[config.mk]
export PLATFORM = sky130hd
export DESIGN_NAME = outrun_shell
export DESIGN_NICKNAME = d
export VERILOG_FILES = /design/src/outrun_pkg.sv /design/src/outrun_shell.sv /design/src/status_dump.sv /design/src/board_config.sv /design/src/sound_mailbox.sv /design/src/video_timing.sv /design/src/pixel_cen.sv
export SDC_FILE = /design/constraint.sdc
export NUM_CORES = 1
export LEC_CHECK = 0
export ABC_CLOCK_PERIOD_IN_PS = 2300
export BUFFER_PORTS_ARGS = -buffer_cell sky130_fd_sc_hd__clkbuf_2
export CAP_MARGIN = 20
export CORE_MARGIN = 8
export CORE_UTILIZATION = 40
export DETAILED_ROUTE_END_ITERATION = 10
export PLACE_DENSITY_LB_ADDON = 0.15
export SYNTH_ARGS = -nofsm -noshare
export SYNTH_HDL_FRONTEND = slang
export SYNTH_SLANG_ARGS = --single-unit
[constraint.sdc]
create_clock -name clk -period 2.3 [get_ports clk]
set_input_delay 0.46 -clock clk [delete_from_list [all_inputs] [get_ports clk]]
set_output_delay 0.46 -clock clk [all_outputs]
set_load 0.1 [all_outputs]
[src/outrun_pkg.sv]
// Shared constants for the racing game board shell
// Byte widths, status page codes and the configuration byte layout
package outrun_pkg;

    // Data widths
    localparam int BYTE_W    = 8;
    localparam int ST_ADDR_W = 8;

    // Clock enable divider
    localparam int CEN_CNT_W = 2;

    // Status dump pages, picked by the top two address bits
    localparam logic [1:0] ST_PAGE_DIP     = 2'd0;
    localparam logic [1:0] ST_PAGE_MAILBOX = 2'd1;
    localparam logic [1:0] ST_PAGE_VIDEO   = 2'd2;
    localparam logic [1:0] ST_PAGE_BOARD   = 2'd3;

    // Configuration byte layout
    localparam int CFG_GAME_ID_LSB  = 0;
    localparam int CFG_SND_RSTB_BIT = 2;
    localparam int CFG_VIDEO_EN_BIT = 4;

    // Video on, sound CPU held in reset, game id zero
    localparam logic [BYTE_W-1:0] CFG_RESET_VALUE =
        BYTE_W'(1) << CFG_VIDEO_EN_BIT;

    // Only the game id, sound reset and video enable bits are stored
    localparam logic [BYTE_W-1:0] CFG_WRITE_MASK =
        (BYTE_W'(3) << CFG_GAME_ID_LSB)  |
        (BYTE_W'(1) << CFG_SND_RSTB_BIT) |
        (BYTE_W'(1) << CFG_VIDEO_EN_BIT);

endpackage
[src/outrun_shell.sv]
// Racing game board shell
// Clock enables, raster timing, sound mailbox, board configuration
// and the status dump
module outrun_shell
    import outrun_pkg::*;
#(
    parameter int H_TOTAL      = 512,
    parameter int H_ACTIVE     = 320,
    parameter int H_SYNC_START = 336,
    parameter int H_SYNC_END   = 368,
    parameter int V_TOTAL      = 262,
    parameter int V_ACTIVE     = 224,
    parameter int V_SYNC_START = 234,
    parameter int V_SYNC_END   = 237
) (
    input  logic                 clk,
    input  logic                 rst_n,
    input  logic [2*BYTE_W-1:0]  dipsw,
    // Main CPU
    input  logic                 main_wr,
    input  logic [BYTE_W-1:0]    main_din,
    input  logic                 cfg_we,
    input  logic [BYTE_W-1:0]    cfg_din,
    // Sound CPU
    input  logic                 snd_rd,
    input  logic                 snd_wr,
    input  logic [BYTE_W-1:0]    snd_din,
    input  logic [ST_ADDR_W-1:0] st_addr,
    output logic                 pxl2_cen,
    output logic                 pxl_cen,
    output logic                 LHBL,
    output logic                 LVBL,
    output logic                 HS,
    output logic                 VS,
    output logic                 vint,
    output logic [BYTE_W-1:0]    snd_dout,
    output logic [BYTE_W-1:0]    sndmap_dout,
    output logic                 sndmap_pbf,
    output logic                 snd_rstb,
    output logic [BYTE_W-1:0]    st_dout
);

    logic              video_en;
    logic [BYTE_W-1:0] frame_cnt;
    logic [BYTE_W-1:0] cfg_byte;
    logic [BYTE_W-1:0] dip_a;
    logic [BYTE_W-1:0] dip_b;

    pixel_cen u_cen (
        .clk      ( clk      ),
        .rst_n    ( rst_n    ),
        .pxl2_cen ( pxl2_cen ),
        .pxl_cen  ( pxl_cen  )
    );

    video_timing #(
        .H_TOTAL      ( H_TOTAL      ),
        .H_ACTIVE     ( H_ACTIVE     ),
        .H_SYNC_START ( H_SYNC_START ),
        .H_SYNC_END   ( H_SYNC_END   ),
        .V_TOTAL      ( V_TOTAL      ),
        .V_ACTIVE     ( V_ACTIVE     ),
        .V_SYNC_START ( V_SYNC_START ),
        .V_SYNC_END   ( V_SYNC_END   )
    ) u_video (
        .clk       ( clk       ),
        .rst_n     ( rst_n     ),
        .pxl_cen   ( pxl_cen   ),
        .video_en  ( video_en  ),
        .LHBL      ( LHBL      ),
        .LVBL      ( LVBL      ),
        .HS        ( HS        ),
        .VS        ( VS        ),
        .vint      ( vint      ),
        .frame_cnt ( frame_cnt )
    );

    sound_mailbox u_mailbox (
        .clk         ( clk         ),
        .rst_n       ( rst_n       ),
        .snd_rstb    ( snd_rstb    ),
        .main_wr     ( main_wr     ),
        .main_din    ( main_din    ),
        .snd_rd      ( snd_rd      ),
        .snd_wr      ( snd_wr      ),
        .snd_din     ( snd_din     ),
        .snd_dout    ( snd_dout    ),
        .sndmap_dout ( sndmap_dout ),
        .sndmap_pbf  ( sndmap_pbf  )
    );

    board_config u_config (
        .clk      ( clk      ),
        .rst_n    ( rst_n    ),
        .cfg_we   ( cfg_we   ),
        .cfg_din  ( cfg_din  ),
        .dipsw    ( dipsw    ),
        .cfg_byte ( cfg_byte ),
        .dip_a    ( dip_a    ),
        .dip_b    ( dip_b    ),
        .snd_rstb ( snd_rstb ),
        .video_en ( video_en )
    );

    status_dump u_status (
        .clk         ( clk         ),
        .rst_n       ( rst_n       ),
        .st_addr     ( st_addr     ),
        .dip_a       ( dip_a       ),
        .dip_b       ( dip_b       ),
        .snd_dout    ( snd_dout    ),
        .sndmap_dout ( sndmap_dout ),
        .sndmap_pbf  ( sndmap_pbf  ),
        .frame_cnt   ( frame_cnt   ),
        .cfg_byte    ( cfg_byte    ),
        .st_dout     ( st_dout     )
    );

endmodule

[src/status_dump.sv]
// Paged status dump
// Registers one status byte per cycle, page picked by the top address bits
module status_dump
    import outrun_pkg::*;
(
    input  logic                 clk,
    input  logic                 rst_n,
    input  logic [ST_ADDR_W-1:0] st_addr,
    input  logic [BYTE_W-1:0]    dip_a,
    input  logic [BYTE_W-1:0]    dip_b,
    input  logic [BYTE_W-1:0]    snd_dout,
    input  logic [BYTE_W-1:0]    sndmap_dout,
    input  logic                 sndmap_pbf,
    input  logic [BYTE_W-1:0]    frame_cnt,
    input  logic [BYTE_W-1:0]    cfg_byte,
    output logic [BYTE_W-1:0]    st_dout
);

    logic [1:0]           page;
    logic [ST_ADDR_W-3:0] low;
    logic [BYTE_W-1:0]    sel;

    assign page = st_addr[ST_ADDR_W-1 -: 2];
    assign low  = st_addr[ST_ADDR_W-3:0];

    always_comb begin
        sel = '0;
        case (page)
            ST_PAGE_DIP: begin
                sel = st_addr[0] ? dip_b : dip_a;
            end
            ST_PAGE_MAILBOX: begin
                case (low)
                    'd0:     sel = snd_dout;
                    'd1:     sel = sndmap_dout;
                    'd2:     sel = {{(BYTE_W-1){1'b0}}, sndmap_pbf};
                    default: sel = '0;
                endcase
            end
            ST_PAGE_VIDEO: begin
                sel = (low == '0) ? frame_cnt : '0;
            end
            ST_PAGE_BOARD: begin
                // Only the low nibble is decoded here
                case (st_addr[3:0])
                    4'd0:    sel = sndmap_dout;
                    4'd2:    sel = cfg_byte;
                    default: sel = '0;
                endcase
            end
            default: sel = '0;
        endcase
    end

    always_ff @(posedge clk or negedge rst_n) begin
        if (!rst_n) begin
            st_dout <= '0;
        end else begin
            st_dout <= sel;
        end
    end

endmodule

[src/board_config.sv]
// Board configuration register and DIP switch sampling
// The main CPU writes the configuration byte; the DIP switch word is
// synchronized and split into two banks
module board_config
    import outrun_pkg::*;
(
    input  logic                clk,
    input  logic                rst_n,
    input  logic                cfg_we,
    input  logic [BYTE_W-1:0]   cfg_din,
    input  logic [2*BYTE_W-1:0] dipsw,
    output logic [BYTE_W-1:0]   cfg_byte,
    output logic [BYTE_W-1:0]   dip_a,
    output logic [BYTE_W-1:0]   dip_b,
    output logic                snd_rstb,
    output logic                video_en
);

    logic [2*BYTE_W-1:0] dip_meta;
    logic [2*BYTE_W-1:0] dip_sync;

    // Configuration register, unused bits never stored
    always_ff @(posedge clk or negedge rst_n) begin
        if (!rst_n) begin
            cfg_byte <= CFG_RESET_VALUE;
        end else if (cfg_we) begin
            cfg_byte <= cfg_din & CFG_WRITE_MASK;
        end
    end

    assign snd_rstb = cfg_byte[CFG_SND_RSTB_BIT];
    assign video_en = cfg_byte[CFG_VIDEO_EN_BIT];

    // Two flop synchronizer on the switches
    always_ff @(posedge clk or negedge rst_n) begin
        if (!rst_n) begin
            dip_meta <= '0;
            dip_sync <= '0;
        end else begin
            dip_meta <= dipsw;
            dip_sync <= dip_meta;
        end
    end

    // Bank A is the low byte
    assign dip_a = dip_sync[BYTE_W-1:0];
    assign dip_b = dip_sync[2*BYTE_W-1:BYTE_W];

    // Reserved bits read back as zero whatever the CPU writes
    a_cfg_reserved: assert property (
        @(posedge clk) disable iff (!rst_n)
        (cfg_byte & ~CFG_WRITE_MASK) == '0
    ) else $error("reserved configuration bit set");

endmodule

[src/sound_mailbox.sv]
// Sound communication mailbox
// Command latch with a pending flag from the main CPU to the sound CPU,
// and a reply latch going back
module sound_mailbox
    import outrun_pkg::*;
(
    input  logic              clk,
    input  logic              rst_n,
    input  logic              snd_rstb,
    // Main CPU side
    input  logic              main_wr,
    input  logic [BYTE_W-1:0] main_din,
    // Sound CPU side
    input  logic              snd_rd,
    input  logic              snd_wr,
    input  logic [BYTE_W-1:0] snd_din,
    output logic [BYTE_W-1:0] snd_dout,
    // Back to the main CPU
    output logic [BYTE_W-1:0] sndmap_dout,
    output logic              sndmap_pbf
);

    // Command latch, survives a sound CPU reset
    always_ff @(posedge clk or negedge rst_n) begin
        if (!rst_n) begin
            snd_dout <= '0;
        end else if (main_wr) begin
            snd_dout <= main_din;
        end
    end

    // Pending byte flag
    // a write in the same cycle as a read keeps it set
    always_ff @(posedge clk or negedge rst_n) begin
        if (!rst_n) begin
            sndmap_pbf <= 1'b0;
        end else if (!snd_rstb) begin
            sndmap_pbf <= 1'b0;
        end else if (main_wr) begin
            sndmap_pbf <= 1'b1;
        end else if (snd_rd) begin
            sndmap_pbf <= 1'b0;
        end
    end

    // Reply latch
    always_ff @(posedge clk or negedge rst_n) begin
        if (!rst_n) begin
            sndmap_dout <= '0;
        end else if (!snd_rstb) begin
            sndmap_dout <= '0;
        end else if (snd_wr) begin
            sndmap_dout <= snd_din;
        end
    end

    // The sound CPU bus does one access at a time
    a_snd_rd_wr_excl: assert property (
        @(posedge clk) disable iff (!rst_n)
        !(snd_rd && snd_wr)
    ) else $error("snd_rd and snd_wr high together");

endmodule

[src/video_timing.sv]
// Raster timing generator
// Horizontal and vertical counters with blanking, sync, the vertical
// interrupt strobe and a frame counter
module video_timing
    import outrun_pkg::*;
#(
    parameter int H_TOTAL      = 512,
    parameter int H_ACTIVE     = 320,
    parameter int H_SYNC_START = 336,
    parameter int H_SYNC_END   = 368,
    parameter int V_TOTAL      = 262,
    parameter int V_ACTIVE     = 224,
    parameter int V_SYNC_START = 234,
    parameter int V_SYNC_END   = 237
) (
    input  logic              clk,
    input  logic              rst_n,
    input  logic              pxl_cen,
    input  logic              video_en,
    output logic              LHBL,
    output logic              LVBL,
    output logic              HS,
    output logic              VS,
    output logic              vint,
    output logic [BYTE_W-1:0] frame_cnt
);

    localparam int HW = $clog2(H_TOTAL);
    localparam int VW = $clog2(V_TOTAL);

    // Counter compare points at counter width
    localparam logic [HW-1:0] H_LAST = HW'(H_TOTAL - 1);
    localparam logic [HW-1:0] H_ACT  = HW'(H_ACTIVE);
    localparam logic [HW-1:0] H_SS   = HW'(H_SYNC_START);
    localparam logic [HW-1:0] H_SE   = HW'(H_SYNC_END);
    localparam logic [VW-1:0] V_LAST = VW'(V_TOTAL - 1);
    localparam logic [VW-1:0] V_ACT  = VW'(V_ACTIVE);
    localparam logic [VW-1:0] V_PRE  = VW'(V_ACTIVE - 1);
    localparam logic [VW-1:0] V_SS   = VW'(V_SYNC_START);
    localparam logic [VW-1:0] V_SE   = VW'(V_SYNC_END);

    logic [HW-1:0] hcount;
    logic [VW-1:0] vcount;
    logic          h_wrap;

    assign h_wrap = (hcount == H_LAST);

    // Raster position, moves once per pixel
    always_ff @(posedge clk or negedge rst_n) begin
        if (!rst_n) begin
            hcount <= '0;
            vcount <= '0;
        end else if (pxl_cen) begin
            if (h_wrap) begin
                hcount <= '0;
                if (vcount == V_LAST) begin
                    vcount <= '0;
                end else begin
                    vcount <= vcount + 1'b1;
                end
            end else begin
                hcount <= hcount + 1'b1;
            end
        end
    end

    // Blanking is active high while the beam is in the visible area
    assign LHBL = video_en && (hcount < H_ACT);
    assign LVBL = video_en && (vcount < V_ACT);

    assign HS = (hcount >= H_SS) && (hcount < H_SE);
    assign VS = (vcount >= V_SS) && (vcount < V_SE);

    // Strobe on the step into the first blanked line
    assign vint = pxl_cen && h_wrap && (vcount == V_PRE);

    // Frames seen since reset, wraps at 256
    always_ff @(posedge clk or negedge rst_n) begin
        if (!rst_n) begin
            frame_cnt <= '0;
        end else if (vint) begin
            frame_cnt <= frame_cnt + 1'b1;
        end
    end

    // Interrupt only ever comes with a pixel step
    a_vint_on_cen: assert property (
        @(posedge clk) disable iff (!rst_n)
        vint |-> pxl_cen
    ) else $error("vint outside a pxl_cen cycle");

endmodule

[src/pixel_cen.sv]
// Pixel clock enable divider
// Makes the twice-pixel and pixel enables from the system clock
module pixel_cen
    import outrun_pkg::*;
(
    input  logic clk,
    input  logic rst_n,
    output logic pxl2_cen,
    output logic pxl_cen
);

    logic [CEN_CNT_W-1:0] cnt;

    // Free running divider
    always_ff @(posedge clk or negedge rst_n) begin
        if (!rst_n) begin
            cnt <= '0;
        end else begin
            cnt <= cnt + 1'b1;
        end
    end

    // Every other cycle
    assign pxl2_cen = cnt[0];

    // Once every four cycles, on the last count
    assign pxl_cen = (cnt == {CEN_CNT_W{1'b1}});

    // Pixel enable always lines up with a twice-pixel enable
    a_pxl_in_pxl2: assert property (
        @(posedge clk) disable iff (!rst_n)
        pxl_cen |-> pxl2_cen
    ) else $error("pxl_cen without pxl2_cen");

endmodule

# Word level (Yosys, flattened, before mapping)
# Cells that the tools add are included.
classes:
  add_sub_neg: 4
  eq_ne: 12
  n_reduce_logical: 10
  mux: 12
  magnitude_cmp: 6
ops:
  columns: ["cell", "count"]
  rows:
  - ["$mux 8", 4]
  - ["$pmux 8 s4", 1]
  - ["$pmux 8 s3", 1]
  - ["$add 9x1->9 const B", 2]
  - ["$eq 9x9->1 const B", 2]
  - ["$lt 9x8->1 const B", 2]
  - ["$lt 9x9->1 const B", 2]
  - ["$mux 9", 2]
  - ["$pmux 8 s2", 1]
  - ["$eq 9x8->1 const B", 1]
  - ["$ge 9x8->1 const B", 1]
  - ["$ge 9x9->1 const B", 1]
  - ["$add 8x1->8 const B", 1]
  - ["$eq 2x2->1 const B", 3]
  - ["$eq 6x1->1 const B", 1]
  - ["$eq 6x2->1 const B", 1]
  - ["$logic_and 1x1->1", 6]
  - ["$logic_not 6->1", 1]
  - ["$eq 4x2->1 const B", 1]
  - ["$logic_not 4->1", 1]
  - ["$mux 1", 3]
  - ["$ne 3x3->1 const B", 1]
  - ["$add 2x1->2 const B", 1]
  - ["$eq 2x1->1 const B", 1]
  - ["other kinds (3)", 3]
word_totals:
  word_cells: 55
  ff_bits: 89
  output_inout_bits: 33

# Logic depth before layout (Yosys ltp)
# Gate-level depths: netlist of run 1.
logic_depth:
  depth_word: 3
  ltp_mapped: 9
  ltp_nobuf: 8

# By module
# Synthesis of run 1 repeated with hierarchy kept, for this count alone.
hier_totals:
  hier_cells: 300
  hier_area_um2: 3876.2
by_module_without_submodules:
  columns: ["module", "cells_per_inst", "area_each_um2", "seq_area_each_um2", "instances"]
  rows:
  - ["video_timing", 130, 1357.6, 650.6, 1]
  - ["board_config", 47, 996.0, 902.1, 1]
  - ["status_dump", 74, 744.5, 200.2, 1]
  - ["sound_mailbox", 45, 711.9, 425.4, 1]
  - ["pixel_cen", 4, 66.3, 50.0, 1]

# Worst setup path before layout of run 1
# OpenSTA, ideal clock, no wires.
synth_timing:
  path_type: "register to output"
  startpoint: "register u_video.vcount[4]"
  endpoint: "output VS"
  n_path_buf: 0
  required_time_ps: 1840
  slack_ps: -2117
  arrival_ps: 3957
  path_stages_with_launch: 3
  cell_sequence: "dfrtp_1 > or3b_2 > nor4b_1"
synth_via:
  elab_chain_cells: 2
  word_cells_on_any_way: 3
  cone_classes: "order compare (2); reduce/logical (1)"
synth_lines:
  columns: ["item", "line_no", "rtl"]
  rows:
  - ["start: declaration", "video_timing.sv:43", "logic [VW-1:0] vcount;"]
  - ["start signal: assignment", "video_timing.sv:59", "vcount <= vcount + 1'b1;"]
  - ["$ge 9x8->1 / $lt 9x8->1 (equally long branches)", "video_timing.sv:72", "assign VS = (vcount >= V_SS) && (vcount < V_SE);"]
  - ["$logic_and 1x1->1 (*)", "video_timing.sv:72", null]
  - ["end: declaration", "outrun_shell.sv:34", "output logic VS,"]
# Mark *: on every way between the ends. The rest lies on a longest branch, timed or not.

# Worst setup path in the final report of run 1
layout_timing:
  startpoint: "register u_video.hcount[5]"
  endpoint: "output vint"
layout_via:
  elab_chain_cells: 3
layout_lines:
  columns: ["item", "line_no", "rtl"]
  rows:
  - ["start: declaration", "video_timing.sv:42", "logic [HW-1:0] hcount;"]
  - ["start signal: assignment", "video_timing.sv:62", "hcount <= hcount + 1'b1;"]
  - ["$eq 9x9->1", "video_timing.sv:46", "assign h_wrap = (hcount == H_LAST);"]
  - ["$logic_and 1x1->1 (2 in series)", "video_timing.sv:75", "assign vint = pxl_cen && h_wrap && (vcount == V_PRE);"]
  - ["end: declaration", "outrun_shell.sv:35", "output logic vint,"]
# No other way between the ends.

==> results of run 1 <==
==> path summary, 6_finish.rpt <==
path                                    endpoint  slack [ps]
setup / recovery                            vint         -40
hold / removal             u_mailbox.snd_dout[0]         160
setup reg to reg            u_video.frame_cnt[1]         270
hold reg to reg             u_config.dip_sync[3]         350
max in group asynchronous   u_config.dip_sync[3]        1510
min in group clk            u_config.dip_meta[8]         210
==> power by group <==
| group | internal [W] | leakage (nW) | switching (W) | total (W) |
|---|---|---|---|---|
| combinational | 0.000119 | 1.01 | 0.000406 | 0.000525 |
| sequential | 0.00163 | 1.11 | 0.0000378 | 0.00167 |
| clock | 0.000424 | 0.0928 | 0.000539 | 0.000963 |
| total | 0.00218 | 2.21 | 0.000983 | 0.00316 |
==> timing repair <==
item                       CTS  global route
buffers inserted             8             5
pin swaps                    3             3
setup endpoints to repair    2             2
cloned                       0             0
gates resized for setup      6             4
==> cells in the final DEF (no fill, tap or decap), drive strengths merged, types with 2 or more instances in the layout <==
cell type	synthesis	routed
o2bb2ai	4	4
inv	8	10
and2	2	2
nand2	12	12
a221o	11	11
clkinv	0	3
a21oi	6	6
mux2	17	17
nor2b	9	9
nor2	14	14
nand3	5	5
nand4	9	9
buf	5	23
nor3	6	6
o22ai	2	2
xor2	5	5
dfrtp	88	88
o21a	2	2
ha	7	7
and3	5	5
clkbuf	4	89
nor3b	2	2
mux2i	15	15
xnor2	10	10
nor4b	2	2
o21ai	6	6
or3	3	3
==> layout make-up <==
cell class / count / area share
inverters: 8 / 0.006556
repair buffers: 102 / 0.1322
flip-flops and latches: 89 / 0.4876
multi-input cells: 170 / 0.3054
clock inverters: 6 / 0.008741
well taps: 108 / 0.02950
clock buffers: 10 / 0.03005
==> per-layer routing <==
| metal | track usage | part of all wire | vias up |
|---|---|---|---|
| met5 | 0 | 0 | - |
| met4 | 0.03467 | 0.012 | 0 |
| met3 | 0.05260 | 0.070 | 7 |
| met2 | 0.2011 | 0.47 | 60 |
| met1 | 0.1560 | 0.45 | 1200 |
| li1 | - | - | 1202 |
==> flip-flops by register name, summed over array words and instances, names as in the netlist <==
register / flops
u_video.hcount: 9
u_mailbox.snd_dout: 8
u_status.st_dout: 8
u_video.frame_cnt: 8
u_video.vcount: 9
u_config.cfg_byte: 4
u_cen.cnt: 2
u_config.dip_sync: 16
u_mailbox.sndmap_dout: 8
u_config.dip_meta: 16
u_mailbox.sndmap_pbf: 1
==> stage by stage <==
stage	instances	setup WS, ps	TNS (ps)	hold WS [ps]	instance area, um2
final	493	-37.30	-37.30	158.7	4581
after global routing	493	-208.5	-208.5	184.5	4581
after CTS	488	-160.1	-160.1	178.5	4532
after detailed placement	464	163.8	0	334.7	4263
after global placement	464	184.5	0	334.2	4263
after floorplan	276	-729.9	-3856	164.4	3669
==> logic make-up after synthesis <==
| logic type | count (synthesis) |
|---|---|
| XOR/XNOR | 15 |
| flip-flops | 89 |
| AND/OR/NAND/NOR | 78 |
| adder cells (fa/ha/maj) | 7 |
| AO/OA/AOI/OAI | 38 |
| buffers and inverters | 17 |
| multiplexers | 32 |
==> flow_summary.toml, run 1 <==
[status]
status = "finished with violations"
failed_checks = "setup timing"

[yosys]
synth-compound-area-share = 0.08153
yosysTopAreaCell = "dfrtp_1"
ys_top_cells_by_area = "dfrtp_1, mux2_2, mux2i_1"
yosys_warnings = 0
synth_enable_flop_cells = 0
synth_top_flop_cell = "dfrtp_1"
synth_area_mm2 = 0.003637
async_flop_share = 1.000
synth_top_family_by_area = "simple AND/OR/NAND/NOR gates"
synth.area.mux_share = 0.09391
yosysSeqAreaShare = 0.6127
yosys.cell_types.count = 51
yosys.area_share.simple = 0.1300
syn_inst = 276
syn_nets = 337
synth_seq_cells = 89
synth_commonest_cells = "dfrtp_1, mux2_2, mux2i_1, nor2_1, nand2_1"
netlist.area_leader.share = 0.6054
synth_adder_area_share = 0.02408
synth_xor_xnor_area_share = 0.03612
synthMostInstantiatedCell = "dfrtp_1"
syn_avg_cell_area_um2 = 13.18

[cells_and_area]
n_antenna_cell = 0
fillers = 777
drive_gt1_frac = 0.4026
multiInputGateArea_mm2 = 0.001399
seqCellArea_mm2 = 0.002233
final_util = 0.5227
nets = 441
area_delta_synth_final_pct = 25.94

[power]
power_leakage_nw = 2.214
total_power_w = 0.003160
power_density_mw_per_mm2 = 689.9
ir_drop_v = 0.0003220

[critical_path]
r2r-start = "u_video.hcount[5]"
worst-path-max-fanout = 3
worst-setup-path-type = "reg -> out"
slowest_delay_ps = 370
cp_num_buf_inv = 1
worstPathCellList = "and3_4 > nand2_2 > nor2_2 > ha_2 > nand4_1 > nor3_4 > buf_12"
worst-path-stages = 7
required_ps = 1840
arrival_ps = 1880
reg2reg_depth = 9
crit_family = "simple AND/OR/NAND/NOR gates"
endpoint_kind = "output pin"
crit_path_start = "u_video.hcount[5]"
cp-start-kind = "register"
cpMaxStageDelayCell = "dfrtp_1"

[global_route]
grt.total_usage = 0.1269
antenna_found_initial = 0
grt_pass1_wl_um = 12970
grt_pass1_vias = 2635
grt_max_degree = 58
overflow = 0

[drt]
drt_iter0_drc = 62
viasPerCell = 5.008
ant_nets = 0
drtPass1Iterations = 3
wl_per_cell_um = 15.40
wl_um = 7591
drc = 0
vias = 2469

[clock_tree]
htree_num_levels = 3
clkLatencyLatePin_ps = 350
tritoncts = "yes"
clkSlewWorstSetupHoldPaths_ps = 90
cts_buffers = 9
cts.sinks = 89
cts_max_path_buffers = 2
cts_root_buf = "clkbuf_8"
hold_buffers = 0

[worst_hold_path]
hold_class = "in -> async"

[floorplan]
core-area_mm2 = 0.008763
die_h_um = 111.4
dieArea_mm2 = 0.01240
die_width_um = 111.4
initial_core_util = 0.4150
boundaryPins = 87
rows = 34

[timing]
setup_slack_ps = -37.30
rsz0062_at_grt = "true"
fmax_ghz = 0.4278
worstMarginPinSlew_ps = 722.5
setup_viol = 1
slew_violations = 0
period_share = 1.016
period_minus_slack_ps = 2337
skew_ps = 12.71
slew_headroom = 0.5183
hold_viol_final = 0

[placement]
numPortBuffers = 82
gp_congestion = 0.7648
place_hpwl_um = 5532

[job]
maxCapViolations = 0
No activity file was read; power rests on OpenSTA's default activity.
==> run 2: changes to the inputs <==
- BUFFER_PORTS_ARGS: -buffer_cell sky130_fd_sc_hd__clkbuf_2 -> default
- DONT_BUFFER_PORTS: default -> 1
==> flow_summary.toml, run 2 (synthesis results as in run 1) <==
[status]
status = "finished with violations"
failed_checks = "hold timing, setup timing"

[cells_and_area]
nets = 378
area_delta_synth_final_pct = 19.88
drive_gt1_frac = 0.2888
biggestRegsByFlops = "u_config.dip_meta x16, u_config.dip_sync x16"
final_cell_area_mm2 = 0.004360
n_antenna_cell = 0
final_util = 0.4976
final_cell_mix = "dfrtp_1, buf_4, mux2_2"
layout_commonest_cell = "dfrtp_1"

[critical_path]
worst-setup-path-type = "reg -> out"
reg2reg_depth = 12
worst-path-max-fanout = 2
required_ps = 1840
worstPathCellList = "ha_4 > nand3_2 > nor2_2 > ha_2 > nand4_1 > nor3_4 > buf_12"
endpoint_kind = "output pin"
slowest_delay_ps = 400
arrival_ps = 1900
cp-start-kind = "register"
cpMaxStageDelayCell = "dfrtp_1"

[drt]
drc = 0
wl_per_cell_um = 18.09
drtPass1Iterations = 4
ant_nets = 0
vias = 2266
wl_um = 7777
viasPerCell = 5.270
drt_iter0_drc = 134

[power]
power_leakage_nw = 1.993
power_density_mw_per_mm2 = 756.4
ir_drop_v = 0.0002467

[placement]
gp_congestion = 0.7407
numPortBuffers = 0
place_hpwl_um = 5410
placement.cell_area_mm2 = 0.003960

[job]
maxCapViolations = 0

[timing]
setup_viol = 1
period_minus_slack_ps = 2363
period_share = 1.027
slew_violations = 0
setup_slack_ps = -62.56
skew_ps = 7.116
hold-worst-slack_ps = -213.9
rsz0062_at_grt = "true"
slew_headroom = 0.3663
hold_viol_final = 89
fmax_ghz = 0.4233
worstMarginPinSlew_ps = 950.5

[clock_tree]
cts.sinks = 89
tritoncts = "yes"
cts_buffers = 9
cts_root_buf = "clkbuf_8"
clkLatencyLatePin_ps = 360
htree_num_levels = 3
cts_max_path_buffers = 2
clkSlewWorstSetupHoldPaths_ps = 90

[global_route]
antenna_found_initial = 0
grt_max_degree = 90
overflow = 0
grt_pass1_wl_um = 12850
grt_pass1_vias = 2447
grt.total_usage = 0.1287

[floorplan]
core-area_mm2 = 0.008763
die_h_um = 111.4
rows = 34
boundaryPins = 87
initial_core_util = 0.4150
die_width_um = 111.4
dieArea_mm2 = 0.01240

[worst_hold_path]
hold_class = "in -> async"
[run 2: changes by cell type in the layout (fill, tap and decap cells not counted), sizes merged]
cell,change
buf,+16
bufinv,+2
inv,-1
clkinv,-1
clkbuf,-79
[run 2: metrics by stage]
stage	total power, W	TNS (ps)	worst slack (ps)	cells
5_1_grt	0.003428	-196.4	-196.4	430
2_1_floorplan	0.002075	-3856	-729.9	276
4_1_cts	0.003348	-124.2	-124.2	426
3_3_place_gp	0.002124	0	164.0	397
6_report	0.003298	-62.56	-62.56	430
3_5_place_dp	0.002129	0	169.6	397
[run 2: power breakdown]
| group | internal [W] | switching, W | leakage, nW |
|---|---|---|---|
| registers | 0.00163 | 0.000206 | 1.11 |
| logic | 0.0000806 | 0.000174 | 0.766 |
| clock network | 0.000645 | 0.000562 | 0.113 |
[run 2: final timing paths]
| check | from | to | slack, ps |
|---|---|---|---|
| min in group clk | dipsw[7] | u_config.dip_meta[7] | 120 |
| min | rst_n | u_mailbox.snd_dout[7] | -210 |
| max | u_video.hcount[0] | vint | -60 |
| max in group asynchronous | rst_n | u_config.cfg_byte[4] | 2320 |
| max reg2reg | u_video.hcount[0] | u_video.vcount[8] | 170 |
| min reg2reg | u_config.dip_meta[2] | u_config.dip_sync[2] | 350 |
[run 2: final cells by class]
cell class,count,area [um2]
clock inverters,6,90.09
repair buffers,39,317.8
well taps,108,135.1
fillers,772,4403
inverters,8,30.03
clock buffers,10,137.6
multi-input cells,170,1416
flip-flops and latches,89,2233
[run 2: worst max-delay path: cells and delay by family (launching register included)]
kind	cells	cell delay, ps
and+or+nand+nor	4	580
adders and majority gates	2	350
DFF	1	400
buffers and inverters	1	210
[run 2: repair_timing]
action / CTS / global route
setup buffers: 13 / 6
endpoints found under the setup margin: 1 / 4
pin swaps: 3 / 6
hold endpoints to repair: 89 / 89
resized for setup: 5 / 6
[run 2: per-layer routing]
metal / routed length (um) / GRT usage / up-vias
met2: 3785 / 0.2078 / 62
li1: - / - / 1078
met1: 3370 / 0.1544 / 1116
met4: 98 / 0.04800 / 0
met3: 523 / 0.04616 / 10
met5: 0 / 0 / -
